===== src/common/soc_map_pkg.sv =====
package soc_map_pkg;

   // bus widths
   localparam int ADDR_W = 32;
   localparam int DATA_W = 32;
   localparam int STRB_W = DATA_W / 8;

   // top address bits pick the region
   localparam int SLAVE_SEL_W = 2;
   localparam int N_SLAVES = 4;

   // word address widths of the two memories
   localparam int BOOT_ADDR_W = 10;
   localparam int MAIN_ADDR_W = 12;

   typedef enum logic [SLAVE_SEL_W-1:0] {
      SLV_BOOT = 2'd0,
      SLV_MAIN = 2'd1,
      SLV_UART = 2'd2,
      SLV_RST  = 2'd3
   } slave_e;

endpackage


===== src/common/soc_bus_pkg.sv =====
package soc_bus_pkg;
   import soc_map_pkg::*;

   // master request, a write is any nonzero wstrb
   typedef struct packed {
      logic              valid;
      logic [ADDR_W-1:0] addr;
      logic [DATA_W-1:0] wdata;
      logic [STRB_W-1:0] wstrb;
   } bus_req_t;

   // slave answer, ready is a one cycle pulse
   typedef struct packed {
      logic [DATA_W-1:0] rdata;
      logic              ready;
   } bus_rsp_t;

   // uart word offsets
   typedef enum logic [1:0] {
      UART_TXDATA = 2'd0,
      UART_RXDATA = 2'd1,
      UART_STATUS = 2'd2,
      UART_DIV    = 2'd3
   } uart_reg_e;

   localparam int UART_DIV_W = 16;
   localparam logic [UART_DIV_W-1:0] UART_DIV_RESET = 16'd7;

endpackage


===== src/design/soc_interconnect.sv =====
`timescale 1ns/1ps

module soc_interconnect
   import soc_map_pkg::*;
   import soc_bus_pkg::*;
(
   input  bus_req_t            req,
   input  logic                boot,
   output logic [N_SLAVES-1:0] sel,
   input  bus_rsp_t            slave_rsp [N_SLAVES],
   output bus_rsp_t            rsp
);

   slave_e              region;
   slave_e              target;
   logic [N_SLAVES-1:0] answering;

   assign region = slave_e'(req.addr[ADDR_W-1 -: SLAVE_SEL_W]);

   // region 0 goes to main ram once boot is done
   always_comb begin
      if (!boot && region == SLV_BOOT) begin
         target = SLV_MAIN;
      end else begin
         target = region;
      end
   end

   always_comb begin
      sel = '0;
      if (req.valid) begin
         sel[target] = 1'b1;
      end
   end

   // a second answer would be lost in the mux
   always_comb begin
      for (int i = 0; i < N_SLAVES; i++) begin
         answering[i] = slave_rsp[i].ready;
      end
      assert ($onehot0(answering))
      else $error("more than one slave answering: %h", answering);
   end

   // only the addressed slave can raise ready
   assign rsp = slave_rsp[target];

endmodule


===== config.mk =====
export PLATFORM = sky130hd
export DESIGN_NAME = soc_interconnect
export DESIGN_NICKNAME = d
export VERILOG_FILES = /design/src/common/soc_map_pkg.sv /design/src/common/soc_bus_pkg.sv /design/src/design/soc_interconnect.sv
export SDC_FILE = /design/constraint.sdc
export NUM_CORES = 1
export LEC_CHECK = 0
export ABC_AREA = 1
export ABC_CLOCK_PERIOD_IN_PS = 2200
export BUFFER_PORTS_ARGS = -buffer_cell sky130_fd_sc_hd__buf_2
export CAP_MARGIN = 20
export CORE_AREA = 2 2 94 96
export DETAILED_ROUTE_END_ITERATION = 16
export DIE_AREA = 0 0 96 98
export GPL_TIMING_DRIVEN = 0
export PLACE_DENSITY = 0.6
export SYNTH_ARGS = -nofsm -noshare
export SYNTH_HDL_FRONTEND = slang
export SYNTH_SLANG_ARGS = --single-unit

===== constraint.sdc =====
create_clock -name vclk -period 2.2
set_clock_uncertainty 0.05 [all_clocks]
set_input_delay 0.33 -clock vclk [all_inputs]
set_output_delay 0.33 -clock vclk [all_outputs]
set_load 0.005 [all_outputs]

# Word-level counts from Yosys, hierarchy flattened
# Cells that the tools add are included.
# W data, S select, Z words.
# totals
regBits	0
in_bits	202
word_cells	15
# classes
order_cmp	3
muxes	7
bitwise	1
reduce_logical	4
# op_table
operator	n
$bmux W33 S2	1
$mux W33	2
$mux W4	1
$ge A3 B3 Y1 const B	1
$lt A2 B3 Y1 const B	1
$not A2 Y3	1
$demux W1 S2	1
$ge A2 B1 Y1 const B	1
$logic_and A1 B1 Y1	2
$logic_not A2 Y1	1
$mux W2	1
$logic_not A1 Y1	1
$mux W1	1

# Logic depth before layout (Yosys ltp)
# logic_depth
ltp_word	8
mapped_depth	8

# Least setup slack after synthesis
# No wires, ideal clock.
# synth_path
path_kind	input-to-output
from	in boot
to	out rsp[0] (netlist name)
arrival_time_ps	986
t_required_ps	1820
slack_ps	834
path_stages	6
cell_sequence	buf_2 > o21ai_4 > buf_6 > nand2_1 > nand2_1 > nand2_1
# synth_lines
element	line	source
start: declaration	soc_interconnect.sv:8	input logic boot,
end: declaration	soc_interconnect.sv:11	output bus_rsp_t rsp

==> reports/results.ini <==
[run_status]
status=finished, final reports clean

[timing]
relSlewSlack_pct=81.6
slew_viol_final=0
fin_crit_ns=1.68
fin_hold_ws_ns=0.905
rsz0062_at_grt=false
finalCritPeriodShare_pct=76.2
max_freq_mhz=596
hold_viol=0
setup_viol=0
tightestPinTransition_ns=0.275
fin_setup_tns_ns=0
fin_ws_ns=0.523

[layout]
nClkBuffers=0
drive_above_1_share_pct=37.7
seq_area_um2=0
fin_nets=743
area_growth_pct=61.4
design.seq.count=0

[yosys]
yosys_warnings=0
yosys-top-cells-count=nand2_1, inv_1, nand3_1, nand4_1, buf_2
syn_inst=368
ys_seq_area_share_pct=0
ys_top_cells_by_area=nand2_1, inv_1, nand4_1
synth_top_cell_by_area=nand2_1
syn_nets=570
ys_types=14
syn-cell-area_um2=1620
yosysTopAreaCellShare_pct=46.2
yosysMostFrequentCell=nand2_1
synth.avg_cell_area_um2=4.40

[job]
drv_cap=0

[drt]
drtAntennaViolNets=0
num_vias=2787
via_per_inst=4.30
dr.pass1.iters=7
dr.first_iter.drc_count=72
drt-wirelength-per-cell_um=11.2
drt_wl_total_um=7280
drc_errors=0

[critical_path]
critPathLaunchType=primary input
crit_arrival_ns=1.30
cp-end-kind=output port
path_cells=buf_2 > inv_2 > buf_2 > nand4_1 > nand2_1 > inv_1 > nand2_1 > buf_2
worstPathMaxFanout=10
slowest_stage=buf_2
setup.worst_path.class=in2out
max_stage_delay_ns=0.27
cpMostUsedCell=buf_2
crit_start=req[66]
required_ns=1.82

[cts]
ctsHoldBuffers=0
ctsResizeCount=0
postCtsSetupRepairBufs=0

[die]
die_h_um=98
row_count=34
initial_core_util_pct=19.1
die_w_um=96
io_pins=239
dieArea_um2=9410
core_area_um2=8470

[global_route]
grt_pass1_vias=2562
overflow=0
grt_pass1_wl_um=11400
antenna_found_initial=1
grt_max_degree=11
track_usage_pct=14.5

[worst_hold_path]
worstHoldStart=req[66]
hp-class=in2out

[placement]
post-place-ws_ns=0.512
port-buffer-count=171
dpl.hpwl_um=6040
place.gp.congestion=0.766

[power_and_ir_drop]
p_leak_nw=1.90
finalPower_w=0.000499
peakVddDrop_mv=0.0886
power_density_nw_per_um2=191

==> area by class of cell <==
type / count / area, um2
inverters: 69 / 262
fillers: 1018 / 5850
well taps: 108 / 135
diodes: 1 / 2.50
plain buffers: 27 / 186
multi-input cells: 272 / 1170
repair buffers: 171 / 856
==> worst max-delay path: cells and delay by family <==
family | cells | cell delay [ns]
buf+inv | 5 | 0.72
simple gates | 3 | 0.25
==> stage by stage <==
step / instance area (um2) / utilization [%] / instances
finish: 2610 / 30.8 / 648
global route: 2610 / 30.8 / 648
CTS: 2610 / 30.8 / 647
detailed placement: 2610 / 30.8 / 647
global placement: 2610 / 30.8 / 647
floorplan: 1620 / - / 368
==> cell usage in the layout (no fill, tap or decap) <==
master,Yosys,layout
o21ai_4,1,1
nand4_1,33,33
buf_6,7,7
inv_2,1,1
buf_4,3,3
nor2_1,2,2
nand2_4,1,1
nor3_1,2,2
nand2_1,199,199
buf_2,17,188
nand3_1,33,33
inv_4,1,1
inv_1,67,67
nand2_2,1,1
diode_2,0,1
==> power by group <==
| part | internal, W | switching (W) |
|---|---|---|
| combinational | 0.000239 | 0.000260 |
| clock | 0.0000000000608 | 0 |
| sequential | 0 | 0 |
| total | 0.000239 | 0.000260 |
==> cells by family after synthesis <==
family / count (synthesis) / share of synthesized area [%]
and+or+nand+nor: 271 / 71.3
AOI/OAI and AO/OA: 1 / 1.01
buffers and inverters: 96 / 27.7
==> layer usage <==
layer	global-route usage [%]	vias up	routed length [um]
li1	-	1458	-
met1	18.5	1205	3150
met2	26.4	120	3450
met3	2.01	4	623
met4	1.54	0	53
met5	0	-	0
==> final timing paths <==
path	endpoint	depth (start not counted)
worst min-delay path	sel[2]	3
worst max-delay path	rsp[2]	8
Power figures use the tool's default switching activity.
