`config.mk`:
```
export PLATFORM = sky130hd
export DESIGN_NAME = reset_ctrl
export DESIGN_NICKNAME = d
export VERILOG_FILES = /design/src/common/soc_map_pkg.sv /design/src/common/soc_bus_pkg.sv /design/src/design/reset_ctrl.sv
export SDC_FILE = /design/constraint.sdc
export NUM_CORES = 1
export LEC_CHECK = 0
export ABC_CLOCK_PERIOD_IN_PS = 1500
export BUFFER_PORTS_ARGS = -buffer_cell sky130_fd_sc_hd__buf_2
export CAP_MARGIN = 20
export CORE_MARGIN = 4
export CORE_UTILIZATION = 19
export DETAILED_ROUTE_END_ITERATION = 16
export GPL_ROUTABILITY_DRIVEN = 0
export PLACE_DENSITY = 0.76
export SKIP_CTS_REPAIR_TIMING = 1
export SLEW_MARGIN = 20
export SYNTH_ARGS = -nofsm -noshare
export SYNTH_HDL_FRONTEND = slang
export SYNTH_SLANG_ARGS = --single-unit
```
`constraint.sdc`:
```
create_clock -name clk -period 1.5 [get_ports clk]
set_input_delay 0.075 -clock clk [delete_from_list [all_inputs] [get_ports clk]]
set_output_delay 0.075 -clock clk [all_outputs]
set_load 0.02 [all_outputs]
```
`src/common/soc_map_pkg.sv`:
```
package soc_map_pkg;

   // bus widths
   localparam int ADDR_W = 32;
   localparam int DATA_W = 32;
   localparam int STRB_W = DATA_W / 8;

   // top address bits pick the region
   localparam int SLAVE_SEL_W = 2;
   localparam int N_SLAVES = 4;

   // word address widths of the two memories
   localparam int BOOT_ADDR_W = 10;
   localparam int MAIN_ADDR_W = 12;

   typedef enum logic [SLAVE_SEL_W-1:0] {
      SLV_BOOT = 2'd0,
      SLV_MAIN = 2'd1,
      SLV_UART = 2'd2,
      SLV_RST  = 2'd3
   } slave_e;

endpackage

```
`src/common/soc_bus_pkg.sv`:
```
package soc_bus_pkg;
   import soc_map_pkg::*;

   // master request, a write is any nonzero wstrb
   typedef struct packed {
      logic              valid;
      logic [ADDR_W-1:0] addr;
      logic [DATA_W-1:0] wdata;
      logic [STRB_W-1:0] wstrb;
   } bus_req_t;

   // slave answer, ready is a one cycle pulse
   typedef struct packed {
      logic [DATA_W-1:0] rdata;
      logic              ready;
   } bus_rsp_t;

   // uart word offsets
   typedef enum logic [1:0] {
      UART_TXDATA = 2'd0,
      UART_RXDATA = 2'd1,
      UART_STATUS = 2'd2,
      UART_DIV    = 2'd3
   } uart_reg_e;

   localparam int UART_DIV_W = 16;
   localparam logic [UART_DIV_W-1:0] UART_DIV_RESET = 16'd7;

endpackage

```
`src/design/reset_ctrl.sv`:
```
`timescale 1ns/1ps

module reset_ctrl
   import soc_bus_pkg::*;
(
   input  logic     clk,
   input  logic     reset,
   input  logic     sel,
   input  bus_req_t req,
   output bus_rsp_t rsp,
   output logic     boot,
   output logic     soft_reset
);

   logic ready_q;
   logic access;

   assign access = sel && !ready_q;

   always_ff @(posedge clk or posedge reset) begin
      if (reset) begin
         ready_q <= 1'b0;
         boot <= 1'b1;
         soft_reset <= 1'b0;
      end else begin
         ready_q <= access;
         soft_reset <= 1'b0;
         if (access && req.wstrb != '0) begin
            soft_reset <= req.wdata[0];
            boot <= req.wdata[1];
         end
      end
   end

   // boot flag reads back in bit 1
   always_comb begin
      rsp = '0;
      rsp.rdata[1] = boot;
      rsp.ready = ready_q;
   end

   // pulse lines up with the write answer
   assert property (@(posedge clk) disable iff (reset)
      soft_reset |-> rsp.ready ##1 !soft_reset)
   else $error("soft reset pulse longer than one cycle");

endmodule

```
; ---- Word-level counts from Yosys, hierarchy flattened
; Cells that the tools add are included.
[word_totals]
ff_bits = 3
in_bits = 72
word_cells = 8
[op_classes]
mux = 1
reduce_logical = 4
[ops]
columns = operator, count
row1 = $reduce_bool 4->1, 1
row2 = $logic_and 1x1->1, 2
row3 = $logic_not 1->1, 1
row4 = $mux 1, 1

; ---- Logic depth before layout (Yosys ltp)
; Gate-level depths: netlist of run 1.
[depth]
ltp_word = 4
mapped_depth = 3
mapped_depth_nobuf = 3

; ---- Worst setup path before layout of run 1
; OpenSTA, ideal clock, no wires.
[synth_timing]
path_type = register to register
from = register ready_q
to = register boot
setup_time_ns = 0.082
arrival_ns = 0.952
required_time_ns = 1.418
slack_ns = 0.465
stages_incl_launch_ff = 4
path_buffers = 0
period_less_slack_ns = 1.035
cell_sequence = dfrtp_1 -> nor2b_1 -> o41a_1 -> mux2_4
[synth_between]
elab_chain_cells = 3
[synth_lines]
columns = element, line
row1 = start: declaration, reset_ctrl.sv:15  ; logic ready_q;
row2 = start signal: assignment, reset_ctrl.sv:26  ; ready_q <= access;
row3 = $logic_not 1->1, reset_ctrl.sv:18  ; assign access = sel && !ready_q;
row4 = $logic_and 1x1->1, reset_ctrl.sv:18
row5 = via access, reset_ctrl.sv:16  ; logic access;
row6 = $logic_and 1x1->1, reset_ctrl.sv:28  ; if (access && req.wstrb != '0) begin
row7 = end signal: assignment, reset_ctrl.sv:30  ; boot <= req.wdata[1];
row8 = end: declaration, reset_ctrl.sv:11  ; output logic boot,
; The timed path passes the listed nets, and every way through them passes these cells.
; A chain may end at the register's enable or synchronous reset.

; ---- Worst setup path in the final report of run 1
; Same ends and word-level chain as after synthesis.

==> qor.csv, run 1 <==
metric;value;unit
antenna cells;0;
placed cell areas;328;µm²
Initial Util;0.208;
fillers;194;
max-cap viol count;0;
Period minus WS final;1.11;ns
Final Hold Vio Count;0;
gr ovfl total;0;
Compound-Gate Fraction of Synth Area;0.0303;
Detail Placement HPWL;459;µm
area of the core;0.00178;mm²
Layout Nets;129;
Die ar.;0.00273;mm²
via count;200;
root buffer cell;clkbuf_4;
mux contribution to synthesized area;0.0404;
CP Capture Type;flop;
Hold Crit Class;input port to flop;
dpl ws;0.389;ns
mapped cell area;372;µm²
Synth Area in Simple Gates;0.0370;
RSZ-0062 raised after global routing;false;
final setup margin;0.387;ns
Synth warnings;0;
Setup TNS Final;0;ns
clk slew on worst S/H paths;0.04;ns
GRT Total Usage;0.0278;
CP Data Required Time;1.65;ns
CTS H-Tree Depth;1;
most frequent cells in the layout;31 x conb_1, 12 x buf_2, 3 x clkbuf_4, 2 x dfrtp_1;
Slew Limit Fails;0;
FMAX;898;MHz
WL final;524;µm
via/cell ratio;2.47;
crit path launch type;flop;
initial antenna violation count;0;
row cnt;15;
P per Cell Area;991;mW/mm²
commonest non-fill, non-tap cell in the layout;conb_1;
first-pass GRT wire length;503;µm
Post-Synth XOR/XNOR Area;0;
Final Setup Violations;0;
worst skew pair latency;0.23;ns
fin cells;81;
share of layout cells above drive strength 1;0.321;
Peak VDD IR;0.298;mV
Die Wd;52.2;µm
register area share after synthesis;0.205;
status;completed;
worst-path maximum fanout;2;
die span in y;52.2;µm
Port Buffers;12;
Netlist cell types;9;
largest family of logic cells by synthesized area;buffers and inverters;
worst clock skew;0.00413;ns
Inserted Clock Buffers;3;
number of top-level pins;107;
synthesized netlist cell count;42;
Worst EP arrival;1.26;ns
DRT antenna net count;0;
Leakage Power;0.225;nW
clk buf depth;2;
Area Growth Syn to Fin;-2.02;%
critical path class;flop to flop;
CTS tree;yes;
DR WL/cell;6.47;µm
Layout Utilization;0.204;
Final Cycle Share;0.742;
Sink Count;3;
largest net degree at the start of global routing;4;
DRT Pass-1 Iters;1;
synthesis-stage register bit count;3;
Inst Count DP;76;
Initial DRC Count;0;
fin area;364;µm²
Mapped Avg Cell Area;8.85;µm²
# DRC;0;
Synth Area in Adders;0;
vias in the first global route;126;
==> cell usage after synthesis <==
| cell type | instances | area, µm² |
|---|---|---|
| dfrtp_1 | 2 | 50.1 |
| inv_1 | 1 | 3.75 |
| mux2_4 | 1 | 15.0 |
| dfstp_2 | 1 | 26.3 |
| buf_4 | 33 | 248 |
| nor2b_1 | 1 | 6.26 |
| o41a_1 | 1 | 11.3 |
| and2_2 | 1 | 7.51 |
| conb_1 | 1 | 3.75 |
==> report_power, final <==
| group | internal [W] | switching (W) |
|---|---|---|
| combinational | 0.0000267 | 0.0000977 |
| clock | 0.0000996 | 0.0000404 |
| sequential | 0.0000922 | 0.00000405 |
| total | 0.000218 | 0.000142 |
==> final cells by class <==
type | count | area (µm²) | share of cell area
Sequential cell | 3 | 76.3 | 0.210
Tap cell | 25 | 31.3 | 0.0859
Inverter | 1 | 3.75 | 0.0103
Clock buffer | 4 | 26.3 | 0.0722
Multi-Input combinational cell | 35 | 156 | 0.430
Timing Repair Buffer | 13 | 70.1 | 0.192
==> per-layer routing <==
layer  vias up  GRT usage  share of wire
met3         0    0.00855           0.34
met4         0     0.0383              0
met5         -          0              0
met1        75     0.0188           0.25
li1         92          -              -
met2        33     0.0502           0.41
==> registers in the layout, indices dropped and copies added, names as in the netlist <==
| register | flops |
|---|---|
| soft_reset | 1 |
| ready_q | 1 |
| boot | 1 |
==> worst paths after layout <==
kind                                   start                   end  slack (ns)  cells past startpoint
min                                   req[4]  soft_reset$_DFF_PP0_        0.07                      2
max                        ready_q$_DFF_PP0_      boot$_DFFE_PP1P_        0.39                      3
min reg2reg                ready_q$_DFF_PP0_     ready_q$_DFF_PP0_        0.45                      1
max reg2reg                ready_q$_DFF_PP0_      boot$_DFFE_PP1P_        0.39                      3
max in group asynchronous              reset      boot$_DFFE_PP1P_        1.03                      3
min in group asynchronous              reset  soft_reset$_DFF_PP0_        0.25                      3
==> per-stage QoR <==
step	hold WS [ns]	total power (W)
floorplan	-0.172	0.000265
global placement	-0.0609	0.000216
detailed placement	-0.0531	0.000218
CTS	-0.301	0.000364
global route	0.0568	0.000384
finish	0.0653	0.000361
==> worst max-delay path, cell delays in order (launching register included) <==
cell and delay [ns]:
dfrtp_1 0.37, nor2b_1 0.15, o41a_1 0.20, mux2_4 0.31
==> kinds of logic after synthesis <==
family	Yosys count
AOI/OAI and AO/OA	1
buffers and inverters	34
DFF	3
muxes	1
other	1
and+or+nand+nor	2
Power figures use the tool's default switching activity.
==> inputs of run 2 (changes only) <==
Settings changed: ABC_CLOCK_PERIOD_IN_PS 1500 to 900, CORE_UTILIZATION 19 to 17, PLACE_DENSITY 0.76 to 0.71.
Clock period 1.5 ns to 0.9 ns, I/O delays scaled along.
==> qor.csv, run 2 (synthesis gave the netlist of run 1 again) <==
metric;value;unit
worst hold slack;0.0425;ns
Initial Util;0.184;
number of top-level pins;107;
P per Cell Area;1600;mW/mm²
worst clock skew;0.00136;ns
gr ovfl total;0;
CTS tree;yes;
Peak VDD IR;0.503;mV
fin cells;84;
share of layout cells above drive strength 1;0.351;
Final Setup Violations;4;
DR WL/cell;6.67;µm
Die Wd;54.8;µm
Period minus WS final;1.09;ns
Initial DRC Count;0;
die span in y;54.8;µm
via count;217;
commonest non-fill, non-tap cell in the layout;conb_1;
most frequent cells in the layout;31 x conb_1, 10 x buf_2, 3 x clkbuf_4, 2 x buf_6, 2 x dfrtp_1;
biggest regs;boot x1, ready_q x1, soft_reset x1;
antenna cells;0;
Sink Count;3;
DRT antenna net count;0;
GRT Total Usage;0.0269;
Detail Placement HPWL;477;µm
row cnt;16;
root buffer cell;clkbuf_4;
Comb power frac;0.367;
power share of the clock group;0.368;
Worst EP arrival;1.24;ns
Final Hold Vio Count;0;
cell-internal power;0.000386;W
sequential power share;0.266;
# DRC;0;
Leakage Power;0.235;nW
FMAX;919;MHz
area of the core;0.00202;mm²
CP Launch Point;ready_q$_DFF_PP0_;
CP Capture Type;flop;
DRT Pass-1 Iters;1;
Die ar.;0.00300;mm²
Slew Limit Fails;0;
final setup margin;-0.189;ns
Area Growth Syn to Fin;4.71;%
WL final;560;µm
net switching power;0.000238;W
status;complete, but fails checks;
CP Data Required Time;1.05;ns
crit path launch type;flop;
critical path class;flop to flop;
hold path startpoint;req[4];
vias in the first global route;128;
worst r2r src;ready_q$_DFF_PP0_;
CTS H-Tree Depth;1;
total power;0.000623;W
worst hold path cell count;2;
Layout Nets;130;
Hold Crit Class;input port to flop;
Inserted Clock Buffers;3;
Inst Count DP;78;
max-cap viol count;0;
initial antenna violation count;0;
first-pass GRT wire length;469;µm
failing checks;negative setup slack;
Port Buffers;12;
clk buf depth;2;
Layout Utilization;0.192;
Final Cycle Share;1.21;
worst skew pair latency;0.23;ns
clk slew on worst S/H paths;0.04;ns
FF-to-FF path depth;3;
largest net degree at the start of global routing;4;
via/cell ratio;2.58;
worst-path maximum fanout;2;
switching share of power;0.382;
RSZ-0062 raised after global routing;true;
==> run 2: cell count changes in the layout (fill, tap and decap cells not counted), sizes merged <==
cell and delta:
buf +1
==> run 2: worst max-delay path, stage by stage (launching register included) <==
cell and delay, ns:
dfrtp_1 0.39, nor2b_2 0.14, o41a_1 0.19, mux2_4 0.30
==> run 2: path summary, 6_finish.rpt <==
path | endpoint | slack (ns)
max | boot$_DFFE_PP1P_ | -0.19
min | soft_reset$_DFF_PP0_ | 0.04
max reg2reg | boot$_DFFE_PP1P_ | -0.19
min reg2reg | ready_q$_DFF_PP0_ | 0.58
max in group asynchronous | boot$_DFFE_PP1P_ | 0.46
min in group asynchronous | soft_reset$_DFF_PP0_ | 0.23
==> run 2: cell type report <==
class | count | area [µm²]
fillers | 229 | 1630
multi-input cells | 35 | 159
repair buffers | 14 | 90.1
flip-flops and latches | 3 | 76.3
well taps | 27 | 33.8
clock buffers | 4 | 26.3
inverters | 1 | 3.75
==> run 2: power groups by stage <==
stage / clock [W] / combinational [W] / sequential, W
finish: 0.000229 / 0.000229 / 0.000166
floorplan: 0 / 0.000267 / 0.000175
global placement: 0 / 0.000199 / 0.000162
detailed placement: 0 / 0.000200 / 0.000163
CTS: 0.000244 / 0.000200 / 0.000162
global route: 0.000252 / 0.000247 / 0.000167
==> run 2: layer usage <==
metal,vias up,track usage,share of wire
met5,-,0,0
li1,93,-,-
met2,33,0.0433,0.45
met1,89,0.0129,0.19
met3,2,0.0163,0.34
met4,0,0.0498,0.020
==> run 2: stage by stage <==
| step | cell area, µm² | TNS, ns | setup WS (ns) |
|---|---|---|---|
| after floorplan | 484 | -0.135 | -0.135 |
| after global placement | 330 | -0.162 | -0.162 |
| after detailed placement | 330 | -0.286 | -0.232 |
| after CTS | 357 | -0.461 | -0.238 |
| after global routing | 389 | -0.444 | -0.236 |
| final | 389 | -0.292 | -0.189 |
==> inputs of run 3 (changes only) <==
==> constraint.sdc (replaced) <==
create_clock -name clk -period 0.9 [get_ports clk]
set_input_delay 0.18 -clock clk [delete_from_list [all_inputs] [get_ports clk]]
set_output_delay 0.18 -clock clk [all_outputs]
set_load 0.02 [all_outputs]
==> qor.csv, run 3 (synthesis gave the netlist of run 1 again) <==
metric;value;unit
status;complete, but fails checks;
failing checks;negative setup slack;
dpl ws;-0.210;ns
final setup margin;-0.170;ns
met1 Resource Use GR;0.0194;
grt met3 use;0.0109;
Hold Crit Class;input port to flop;
initial antenna violation count;0;
via count;213;
Peak VDD IR;0.333;mV
Initial Util;0.184;
GRT Total Usage;0.0280;
number of top-level pins;107;
Sink Count;3;
Inserted Clock Buffers;3;
# DRC;0;
die span in y;54.8;µm
CTS tree;yes;
Most Crowded Layer GR;met4;
largest net degree at the start of global routing;4;
CTS H-Tree Depth;1;
FF-to-FF path depth;3;
biggest regs;boot x1, ready_q x1, soft_reset x1;
critical path class;flop to output port;
Final Setup Violations;5;
worst clock skew;0.00183;ns
slowest cell on the critical path;dfstp_2;
area of the core;0.00202;mm²
Die Wd;54.8;µm
clk slew on worst S/H paths;0.03;ns
DRT antenna net count;0;
Worst EP arrival;0.89;ns
Period minus WS final;1.07;ns
M2 GR Usage;0.0433;
clk buf depth;2;
gr ovfl total;0;
worst skew pair latency;0.23;ns
FMAX;935;MHz
Leakage Power;0.236;nW
DR WL/cell;6.57;µm
antenna cells;0;
P per Cell Area;1600;mW/mm²
Detail Placement HPWL;467;µm
CP Data Required Time;0.72;ns
commonest non-fill, non-tap cell in the layout;conb_1;
via/cell ratio;2.54;
share of layout cells above drive strength 1;0.351;
worst-path maximum fanout;3;
first-pass GRT wire length;524;µm
Bufs and invs on worst path;1;
crit-path max cell delay;0.54;ns
Slew Limit Fails;0;
RSZ-0062 raised after global routing;true;
fillers;235;
Levels on crit path;1;
total power;0.000631;W
Die ar.;0.00300;mm²
CP Capture Type;output port;
Initial DRC Count;0;
FF-to-FF setup slack;-0.17;ns
Final Hold Vio Count;0;
crit path launch type;flop;
root buffer cell;clkbuf_4;
worst hold path cell count;2;
DRT Pass-1 Iters;1;
delay-heaviest family, CP;flip-flops;
Layout Nets;130;
row cnt;16;
Final Cycle Share;1.19;
Setup TNS Final;-0.549;ns
most frequent cells in the layout;31 x conb_1, 9 x buf_2, 3 x clkbuf_4, 3 x buf_6, 2 x dfrtp_1;
max-cap viol count;0;
Port Buffers;12;
vias in the first global route;148;
CP Cell Sequence;buf_6;
WL final;552;µm
Area Growth Syn to Fin;6.40;%
[run 3: cell counts in the layout (fill, tap and decap cells not counted)]
No cell type changed its count.
[run 3: cell type report]
class / instances / area [µm²] / area share
sequential: 3 / 76.3 / 0.193
multi-input combinational: 35 / 159 / 0.402
clock buffer: 4 / 26.3 / 0.0665
timing repair buffer: 14 / 96.3 / 0.244
inverter: 1 / 3.75 / 0.00949
tap: 27 / 33.8 / 0.0854
[run 3: worst reg2reg max path, cell delays in order, from the launching register on]
cell	delay, ns
dfrtp_1	0.37
nor2b_2	0.13
o41a_1	0.19
mux2_4	0.31
[run 3: worst paths after layout]
path / from / to
worst max register to register: ready_q$_DFF_PP0_ / boot$_DFFE_PP1P_
worst max-delay path: boot$_DFFE_PP1P_ / rsp[2]
min in group asynchronous: reset / soft_reset$_DFF_PP0_
max in group asynchronous: reset / boot$_DFFE_PP1P_
worst min register to register: ready_q$_DFF_PP0_ / ready_q$_DFF_PP0_
worst min-delay path: req[4] / soft_reset$_DFF_PP0_
[run 3: stage by stage]
stage,util,instance area (µm²),hold slack [ns],std cells
CTS,0.176,357,-0.195,82
finish,0.196,395,0.182,84
global placement,0.163,330,0.0450,78
global route,0.196,395,0.181,84
floorplan,-,488,-0.0671,72
detailed placement,0.163,330,0.0520,78
[run 3: layer usage]
| metal | part of all wire | vias to the layer above |
|---|---|---|
| li1 | - | 94 |
| met1 | 0.22 | 85 |
| met2 | 0.47 | 34 |
| met3 | 0.32 | 0 |
| met4 | 0 | 0 |
| met5 | 0 | - |
[run 3: where the power goes]
part           switching [W]  internal (W)  total, W
clock              0.0000617      0.000166  0.000227
sequential         0.0000103      0.000154  0.000165
combinational       0.000166     0.0000734  0.000239
