--- config.mk ---
export PLATFORM = sky130hd
export DESIGN_NAME = uart_regs
export DESIGN_NICKNAME = d
export VERILOG_FILES = /design/src/common/soc_map_pkg.sv /design/src/common/soc_bus_pkg.sv /design/src/uart/uart_regs.sv
export SDC_FILE = /design/constraint.sdc
export NUM_CORES = 1
export LEC_CHECK = 0
export BUFFER_PORTS_ARGS = -buffer_cell sky130_fd_sc_hd__buf_2
export CELL_PAD_IN_SITES_DETAIL_PLACEMENT = 0
export CELL_PAD_IN_SITES_GLOBAL_PLACEMENT = 1
export CORE_ASPECT_RATIO = 0.7
export CORE_UTILIZATION = 31
export DETAILED_ROUTE_END_ITERATION = 16
export PLACE_DENSITY = 0.8
export SYNTH_ARGS = -nofsm -noshare
export SYNTH_HDL_FRONTEND = slang
export SYNTH_SLANG_ARGS = --single-unit
--- constraint.sdc ---
create_clock -name clk -period 2.4 [get_ports clk]
set_clock_uncertainty 0.1 [all_clocks]
set_input_delay 0.12 -clock clk [delete_from_list [all_inputs] [get_ports clk]]
set_output_delay 0.12 -clock clk [all_outputs]
set_load 0.01 [all_outputs]
--- src/common/soc_map_pkg.sv ---
package soc_map_pkg;

   // bus widths
   localparam int ADDR_W = 32;
   localparam int DATA_W = 32;
   localparam int STRB_W = DATA_W / 8;

   // top address bits pick the region
   localparam int SLAVE_SEL_W = 2;
   localparam int N_SLAVES = 4;

   // word address widths of the two memories
   localparam int BOOT_ADDR_W = 10;
   localparam int MAIN_ADDR_W = 12;

   typedef enum logic [SLAVE_SEL_W-1:0] {
      SLV_BOOT = 2'd0,
      SLV_MAIN = 2'd1,
      SLV_UART = 2'd2,
      SLV_RST  = 2'd3
   } slave_e;

endpackage

--- src/common/soc_bus_pkg.sv ---
package soc_bus_pkg;
   import soc_map_pkg::*;

   // master request, a write is any nonzero wstrb
   typedef struct packed {
      logic              valid;
      logic [ADDR_W-1:0] addr;
      logic [DATA_W-1:0] wdata;
      logic [STRB_W-1:0] wstrb;
   } bus_req_t;

   // slave answer, ready is a one cycle pulse
   typedef struct packed {
      logic [DATA_W-1:0] rdata;
      logic              ready;
   } bus_rsp_t;

   // uart word offsets
   typedef enum logic [1:0] {
      UART_TXDATA = 2'd0,
      UART_RXDATA = 2'd1,
      UART_STATUS = 2'd2,
      UART_DIV    = 2'd3
   } uart_reg_e;

   localparam int UART_DIV_W = 16;
   localparam logic [UART_DIV_W-1:0] UART_DIV_RESET = 16'd7;

endpackage

--- src/uart/uart_regs.sv ---
`timescale 1ns/1ps

module uart_regs
   import soc_bus_pkg::*;
(
   input  logic                  clk,
   input  logic                  reset,
   input  logic                  sel,
   input  bus_req_t              req,
   output bus_rsp_t              rsp,
   output logic [7:0]            tx_byte,
   output logic                  tx_start,
   input  logic                  tx_busy,
   input  logic [7:0]            rx_byte,
   input  logic                  rx_strobe,
   output logic                  rx_full,
   output logic [UART_DIV_W-1:0] div
);

   uart_reg_e             offset;
   logic                  access;
   logic                  wr;
   logic                  tx_go;
   logic                  ready_q;
   logic [7:0]            rx_data;
   logic [UART_DIV_W-1:0] rdata_q;

   assign offset = uart_reg_e'(req.addr[3:2]);
   assign access = sel && !ready_q;
   assign wr = access && (req.wstrb != '0);
   // a byte already handed over still counts as busy
   assign tx_go = wr && offset == UART_TXDATA && !tx_busy && !tx_start;

   always_ff @(posedge clk or posedge reset) begin
      if (reset) begin
         ready_q <= 1'b0;
         tx_start <= 1'b0;
         rx_full <= 1'b0;
         div <= UART_DIV_RESET;
      end else begin
         ready_q <= access;
         tx_start <= tx_go;
         if (wr && offset == UART_DIV) begin
            div <= req.wdata[UART_DIV_W-1:0];
         end
         if (access && !wr && offset == UART_RXDATA) begin
            rx_full <= 1'b0;
         end
         // new byte wins over a read in the same cycle
         if (rx_strobe) begin
            rx_full <= 1'b1;
         end
      end
   end

   always_ff @(posedge clk) begin
      if (rx_strobe) begin
         rx_data <= rx_byte;
      end
      if (tx_go) begin
         tx_byte <= req.wdata[7:0];
      end
      if (access) begin
         case (offset)
            UART_RXDATA: rdata_q <= {8'd0, rx_data};
            UART_STATUS: rdata_q <= {14'd0, tx_busy | tx_start, rx_full};
            UART_DIV:    rdata_q <= div;
            default:     rdata_q <= '0;
         endcase
      end
   end

   always_comb begin
      rsp = '0;
      rsp.rdata[UART_DIV_W-1:0] = rdata_q;
      rsp.ready = ready_q;
   end

endmodule

# == Word level (Yosys, flattened, before mapping) ==
# Index checks and enable logic that the tools add are counted.
# totals
reg_bits,51
inputBits,82
word_cells,29
# op_classes
eq_ne,3
n_mux,3
bitwise,1
reduce_logical,15
# op_table
operator,count
$pmux W16 S3,1
$logic_and A1 B1 Y1,8
$eq A2 B2 Y1 const B,2
$logic_not A1 Y1,4
$reduce_bool A4 Y1,1
$eq A2 B1 Y1 const B,1
$logic_not A2 Y1,1
$mux W1,2
$reduce_bool A2 Y1,1
$or A1 B1 Y1,1

# == Depth between registers and ports, before layout ==
# Gate-level depths: netlist (run 1).
# logic_depth
ltp_word,8
depth_mapped,5
mapped_depth_nobuf,4

# == Worst setup path after synthesis (run 1) ==
# Ideal clock, no wire load.
# synth_timing
kind,register to register
startpoint,register tx_start
endpoint,register tx_byte[0] (enable)
setup_time_ps,397
t_arrival_ps,1607
path_slack_ps,295
path_stages_with_launch,3
path_buffers,0
period_less_slack_ps,2105
path_cell_list,dfrtp_1 or3_1 nor4_1
# synth_via
elab_chain_cells,2
# synth_lines
item,line,text
from (decl),uart_regs.sv:12,"output logic tx_start,"
from (signal assigned),uart_regs.sv:42,tx_start <= tx_go;
$logic_not A1 Y1,uart_regs.sv:32,assign tx_go = wr && offset == UART_TXDATA && !tx_busy && !tx_start;
$logic_and A1 B1 Y1,uart_regs.sv:32,
named net tx_go,uart_regs.sv:23,logic tx_go;
to (signal assigned),uart_regs.sv:61,tx_byte <= req.wdata[7:0];
to (decl),uart_regs.sv:11,"output logic [7:0] tx_byte,"
# The timed path passes the listed nets, and every way through them passes these cells.
# A chain may end at the register's enable or synchronous reset.

# == Final worst setup path (run 1) ==
# layout_timing
startpoint,register ready_q
endpoint,register div[9]
# layout_via
elab_chain_cells,4
# layout_lines
item,line,text
from (decl),uart_regs.sv:24,logic ready_q;
from (signal assigned),uart_regs.sv:41,ready_q <= access;
$logic_not A1 Y1,uart_regs.sv:29,assign access = sel && !ready_q;
$logic_and A1 B1 Y1,uart_regs.sv:29,
$logic_and A1 B1 Y1,uart_regs.sv:30,assign wr = access && (req.wstrb != '0);
$logic_and A1 B1 Y1,uart_regs.sv:43,if (wr && offset == UART_DIV) begin
to (signal assigned),uart_regs.sv:44,div <= req.wdata[UART_DIV_W-1:0];
to (decl),uart_regs.sv:17,output logic [UART_DIV_W-1:0] div
# Every way passes these cells.

==> results.sh, run 1 <==
export IMPL_run_status="complete, no violations"
export IMPL_clock_sinks=51
export IMPL_fin_crit_ns=1.59
export IMPL_port_buffers=77
export IMPL_crit_chain="nand2b_1 -> nor3_4 -> buf_4 -> mux2_2"
export IMPL_tritoncts_num_buffers=5
export IMPL_root_buffer="clkbuf_8"
export IMPL_overflow=0
export IMPL_vdd_ir_drop_worst_v=0.000270
export IMPL_hold_path_depth=4
export IMPL_power_share_sequential_pct=57.0
export IMPL_required_ns=2.48
export IMPL_numPlacedInstances=290
export IMPL_die_width_um=101
export IMPL_min_hold_slack_ns=0.0732
export IMPL_max_cap_violations=0
export IMPL_routed_via_density=4.07
export IMPL_final_layout_size_suffix_gt1_share_pct=47.8
export IMPL_initialDrtViolationCount=31
export IMPL_netSwitchingFraction_pct=25.1
export IMPL_routedWlPerCell_um=13.7
export IMPL_achievable_clock_frequency_mhz=630
export IMPL_final_cell_count_no_fill=323
export IMPL_commonest_non_fill_non_tap_cell_in_the_layout="buf_2"
export IMPL_grt_setup_unrepaired="false"
export IMPL_synth_top_cells_by_area="edfxtp_1, dfrtp_1, mux2_4"
export IMPL_die_area_um2=7160
export IMPL_grt_use_total_pct=12.9
export IMPL_reg2reg_depth=4
export IMPL_setup_violations_final=0
export IMPL_power_internal_mw=1.46
export IMPL_ys_seq_area_share_pct=68.1
export IMPL_design_portCount=141
export IMPL_syn_mean_instance_area_um2=16.9
export IMPL_antenna_left=0
export IMPL_routed_via_count=1314
export IMPL_antenna_found_initial=0
export IMPL_num_antenna_cells=0
export IMPL_dp_final_hpwl_um=3100
export IMPL_regToRegSetupSlack_ns=0.81
export IMPL_core_area_um2=6400
export IMPL_post_synth_num_cell_types=24
export IMPL_worstHoldEndpoint="rx_full$_DFFE_PP0P_"
export IMPL_timing_hold_worst_class="primary input to flip-flop"
export IMPL_timing_setup_tns_ns=0
export IMPL_flow_area_growth_from_synthesis_pct=35.5
export IMPL_cts_clk_slew_worst_paths_ns=0.08
export IMPL_crit_reg2reg_capture="div[9]$_DFFE_PP0P_"
export IMPL_period_share_pct=66.1
export IMPL_timing_worst_setup_path_type="flip-flop to flip-flop"
export IMPL_start_util_pct=33.0
export IMPL_synth_yosys_warnings=0
export IMPL_drt_pass1_iterations=4
export IMPL_cell_area_after_synthesis_um2=2110
export IMPL_pwr_share_clk_pct=23.8
export IMPL_critPathLaunchType="flip-flop"
export IMPL_powerDensity_nw_per_um2=680
export IMPL_final_max_slew_violation_count=0
export IMPL_clock_tree_buffer_depth=2
export IMPL_critical_path_reg2reg_startpoint="ready_q$_DFF_PP0_"
export IMPL_grt_first_pass_wirelength_um=6670
export IMPL_nets=313
export IMPL_rows=24
export IMPL_postRouteWirelength_um=4410
export IMPL_utilization_of_the_core_after_routing_pct=44.8
export IMPL_leakage_power_nw=1.29
export IMPL_clock_tree_htree_level_count=2
export IMPL_cts_tree="built"
export IMPL_timing_hold_violations_final=0
export IMPL_finalWeightedCongestion=0.637
export IMPL_synth_ff_latch_count=51
export IMPL_power_net_switching_mw=0.488
export IMPL_yosys_area_top_type="edfxtp_1"
export IMPL_holdCritStartpoint="req[2]"
export IMPL_critical_path_endpoint_type="flip-flop"
export IMPL_post_cts_setup_buffers=0
export IMPL_slew_headroom_pct=44.8
export IMPL_worst_ep_arrival_time_ns=1.67
export IMPL_timing_worst_slew_pin_value_ns=0.827
export IMPL_synthDominantCellAreaShare_pct=45.5
export IMPL_clock_latency_ns=0.29
export IMPL_critical_path_max_stage_delay_ns=0.38
export IMPL_chipHeight_um=71.1
export IMPL_grt_pass1_vias=1315
export IMPL_postSynthCellCount=125
export IMPL_filler_cell_count_in_the_final_layout=598
export IMPL_detail_route_drc_violations=0
export IMPL_combPwrFrac_pct=19.3
export IMPL_cp_max_fo=10
export IMPL_crit_slowest_cell="dfrtp_1"
export IMPL_timing_critical_path_buf_inv=1
export IMPL_grt_start_max_net_pins=20
export IMPL_layout_cells_most_common_list="buf_2, edfxtp_1, dlygate4sd3_1"
export IMPL_path_delay_family="simple AND/OR/NAND/NOR gates"
==> repair_timing <==
action / in CTS / in global routing
hold buffers: 25 / 0
gates resized for setup: 0 / 0
hold endpoints to repair: 48 / 0
==> final cells by class <==
type | count | area [um2] | area share (%)
Clock inverter | 2 | 8.76 | 0.306
Clock buffer | 6 | 72.6 | 2.53
Tap cell | 91 | 114 | 3.98
Multi-Input combinational cell | 65 | 554 | 19.4
Timing Repair Buffer | 106 | 666 | 23.3
Inverter | 2 | 7.51 | 0.262
Sequential cell | 51 | 1440 | 50.3
==> power groups by stage <==
stage	combinational [mW]	sequential, mW	clock [mW]
4_1_cts	0.381	1.11	0.487
6_report	0.375	1.11	0.462
3_3_place_gp	0.342	1.13	0
5_1_grt	0.406	1.12	0.523
2_1_floorplan	0.181	1.16	0
3_5_place_dp	0.349	1.13	0
==> per-stage QoR <==
step / setup slack, ns / instance area [um2] / power, mW
2_1_floorplan: 0.295 / 2170 / 1.35
6_report: 0.814 / 2860 / 1.95
5_1_grt: 0.726 / 2860 / 2.05
3_3_place_gp: 0.798 / 2530 / 1.47
3_5_place_dp: 0.761 / 2530 / 1.48
4_1_cts: 0.781 / 2860 / 1.98
==> state kept, by name, summed over array words and instances, names as in the netlist <==
register	count
rx_full	1
tx_byte	8
ready_q	1
div	16
rdata_q	16
rx_data	8
tx_start	1
==> worst min-delay path, cell delays in order <==
cell and delay [ns]:
buf_2 0.10, nor4_4 0.05, nand3_1 0.06, a21o_1 0.10
==> kinds of logic (layout without fill, tap and decap cells) <==
| group | Yosys count | count (layout) | share of synthesized area [%] |
|---|---|---|---|
| AOI/OAI and AO/OA | 3 | 3 | 1.24 |
| buffers and inverters | 24 | 116 | 8.59 |
| DFF | 51 | 51 | 68.1 |
| muxes | 23 | 23 | 13.7 |
| other | 1 | 16 | 0.177 |
| and+or+nand+nor | 23 | 23 | 8.17 |
==> per-layer routing <==
metal	routed length (um)	GRT usage [%]	up-vias
li1	-	-	624
met1	2010	16.4	635
met2	2130	21.5	51
met3	244	3.85	4
met4	31	3.86	0
met5	0	0	-
==> cells in the mapped netlist (all sizes together) <==
cell type / count
dfstp: 3
nor3: 1
nand2b: 2
nor4: 2
mux2: 17
a21o: 1
or3: 1
conb: 1
buf: 20
inv: 2
dfrtp: 16
nand3: 1
nand2: 1
a32o: 1
mux2i: 6
edfxtp: 32
nor2b: 7
a22o: 1
clkbuf: 2
and3: 8
==> worst max-delay path by stage <==
stage / start / end / depth (start not counted)
after floorplan: tx_start$_DFF_PP0_ / tx_byte[0]$_DFFE_PP_ / 2
after global placement: req[39] / div[9]$_DFFE_PP0P_ / 5
after detailed placement: req[39] / div[9]$_DFFE_PP0P_ / 5
after CTS: ready_q$_DFF_PP0_ / div[9]$_DFFE_PP0P_ / 4
after global routing: ready_q$_DFF_PP0_ / div[9]$_DFFE_PP0P_ / 4
final: ready_q$_DFF_PP0_ / div[9]$_DFFE_PP0P_ / 4
(Power assumes the default switching activity.)
==> inputs of run 2 (changes only) <==
==> constraint.sdc (replaced) <==
create_clock -name clk -period 1.5 [get_ports clk]
set_clock_uncertainty 0.1 [all_clocks]
set_input_delay 0.075 -clock clk [delete_from_list [all_inputs] [get_ports clk]]
set_output_delay 0.075 -clock clk [all_outputs]
set_load 0.01 [all_outputs]
==> run 2 against run 1 <==
Critical path depth is 1 lower. Global-route usage down 0.11 points. Wire length up 1.6%. Combinational power up 68%. Clock power is 61% higher. Clock-buffer cell count did not move. Via count up 0.99%. Final cell count increased by 2.2%. Critical path type unchanged.
==> results.sh, run 2 (synthesis results as in run 1) <==
export IMPL_clock_sinks=51
export IMPL_critPathLaunchType="flip-flop"
export IMPL_design_portCount=141
export IMPL_reg2reg_depth=3
export IMPL_critical_path_max_stage_delay_ns=0.39
export IMPL_chipHeight_um=71.1
export IMPL_routed_via_density=4.02
export IMPL_postRouteWirelength_um=4490
export IMPL_multi_input_area_um2=576
export IMPL_required_ns=1.42
export IMPL_powerDensity_nw_per_um2=1060
export IMPL_grt_setup_unrepaired="true"
export IMPL_routed_via_count=1327
export IMPL_rows=24
export IMPL_vdd_ir_drop_worst_v=0.000367
export IMPL_routedWlPerCell_um=13.6
export IMPL_drt_pass1_iterations=4
export IMPL_crit_slowest_cell="dfrtp_1"
export IMPL_pre_cts_ws_ns=-0.00771
export IMPL_pwr_share_clk_pct=23.7
export IMPL_critical_path_endpoint_type="flip-flop"
export IMPL_cp_max_fo=4
export IMPL_die_width_um=101
export IMPL_place_area_um2=2620
export IMPL_overflow=0
export IMPL_nets=320
export IMPL_clock_tree_buffer_depth=2
export IMPL_setup_worst_path_end="tx_byte[1]$_DFFE_PP_"
export IMPL_critical_path_reg2reg_startpoint="tx_start$_DFF_PP0_"
export IMPL_core_area_um2=6400
export IMPL_root_buffer="clkbuf_8"
export IMPL_run_status="complete, no violations"
export IMPL_die_area_um2=7160
export IMPL_grt_use_total_pct=12.8
export IMPL_netSwitchingFraction_pct=25.3
export IMPL_grt_start_max_net_pins=18
export IMPL_final_layout_size_suffix_gt1_share_pct=50.2
export IMPL_cts_tree="built"
export IMPL_layout_cells_most_common_list="buf_2, edfxtp_1, dlygate4sd3_1"
export IMPL_final_cell_area_um2=2960
export IMPL_power_net_switching_mw=0.797
export IMPL_detail_route_drc_violations=0
export IMPL_fin_crit_ns=1.50
export IMPL_clock_latency_ns=0.30
export IMPL_leakage_power_nw=1.34
export IMPL_power_share_sequential_pct=56.4
export IMPL_antenna_left=0
export IMPL_max_cap_violations=0
export IMPL_post_cts_setup_buffers=0
export IMPL_filler_cell_count_in_the_final_layout=575
export IMPL_worst_ep_arrival_time_ns=1.42
export IMPL_seq_area_um2=1440
export IMPL_largestRegisters="div: 16 flops, rdata_q: 16 flops"
export IMPL_achievable_clock_frequency_mhz=667
export IMPL_finalWeightedCongestion=0.701
export IMPL_crit_chain="or3_4 -> nor4_4 -> buf_4"
export IMPL_grt_pass1_vias=1314
export IMPL_num_antenna_cells=0
export IMPL_dp_final_hpwl_um=3200
export IMPL_port_buffers=77
export IMPL_timing_worst_setup_path_type="flip-flop to flip-flop"
export IMPL_power_internal_mw=2.35
export IMPL_tritoncts_num_buffers=5
export IMPL_start_util_pct=33.0
export IMPL_timing_hold_worst_class="primary input to flip-flop"
export IMPL_initialDrtViolationCount=30
export IMPL_utilization_of_the_core_after_routing_pct=46.3
export IMPL_period_share_pct=100
export IMPL_crit_reg2reg_capture="tx_byte[1]$_DFFE_PP_"
export IMPL_antenna_found_initial=0
export IMPL_combPwrFrac_pct=20.0
export IMPL_worst_setup_path_startpoint="tx_start$_DFF_PP0_"
export IMPL_final_max_slew_violation_count=0
export IMPL_cts_clk_slew_worst_paths_ns=0.09
export IMPL_regToRegSetupSlack_ns=0.0007
export IMPL_setup_violations_final=0
export IMPL_setup_ws_ns=0.000678
export IMPL_clock_tree_htree_level_count=2
export IMPL_commonest_non_fill_non_tap_cell_in_the_layout="buf_2"
export IMPL_grt_first_pass_wirelength_um=6710
export IMPL_flow_area_growth_from_synthesis_pct=40.1
export IMPL_timing_hold_violations_final=0
## run 2: metal layers
metal  vias to the layer above  wire [um]  global-route usage (%)
met1                       628       2020                    16.1
met4                         0         55                    4.83
met2                        50       2200                    21.7
met3                         5        211                    2.96
met5                         -          0                       0
li1                        644          -                       -
## run 2: area by class of cell
class                      count  share of cell area, %
clock buffer                   6                   2.45
multi-input combinational     65                   19.4
timing repair buffer         113                   25.1
sequential                    51                   48.6
inverter                       2                  0.254
tap                           91                   3.85
clock inverter                 2                  0.296
## run 2: how the worst min path moves through the flow
stage,startpoint,end,slack (ns),cells after the start
2_1_floorplan,reset,div[10]$_DFFE_PP0P_,-0.08,1
3_3_place_gp,reset,ready_q$_DFF_PP0_,-0.04,2
3_5_place_dp,reset,ready_q$_DFF_PP0_,-0.02,2
4_1_cts,rx_strobe,rx_data[7]$_DFFE_PP_,0.04,1
5_1_grt,rx_strobe,rx_data[4]$_DFFE_PP_,0.05,1
6_report,rx_strobe,rx_data[4]$_DFFE_PP_,0.05,1
## run 2: what timing repair did
action                                  in CTS  in global routing
hold endpoints to repair                    40                  0
hold buffers                                25                  0
pin swaps                                    0                  1
endpoints found under the setup margin      16                 24
gates resized for setup                      1                  2
## run 2: through the flow
| stage | TNS [ns] | power [mW] | std cells | hold WS, ns |
|---|---|---|---|---|
| detailed placement | -0.0218 | 2.39 | 297 | -0.0223 |
| floorplan | -0.860 | 2.16 | 140 | -0.0761 |
| finish | 0 | 3.15 | 330 | 0.0477 |
| global route | -0.448 | 3.29 | 330 | 0.0466 |
| global placement | -0.126 | 2.38 | 297 | -0.0358 |
| CTS | -0.227 | 3.18 | 330 | 0.0449 |
## run 2: critical path, delay by kind of cell (launching register included)
kind	cells	cell delay (ns)
DFF	1	0.39
buffers and inverters	1	0.19
and+or+nand+nor	2	0.55
## run 2: power groups by stage
| stage | Clock (mW) | Combinational [mW] | Sequential (mW) |
|---|---|---|---|
| floorplan | 0 | 0.296 | 1.86 |
| detailed placement | 0 | 0.585 | 1.81 |
| CTS | 0.768 | 0.636 | 1.78 |
| global placement | 0 | 0.573 | 1.80 |
| finish | 0.745 | 0.629 | 1.78 |
| global route | 0.808 | 0.682 | 1.80 |
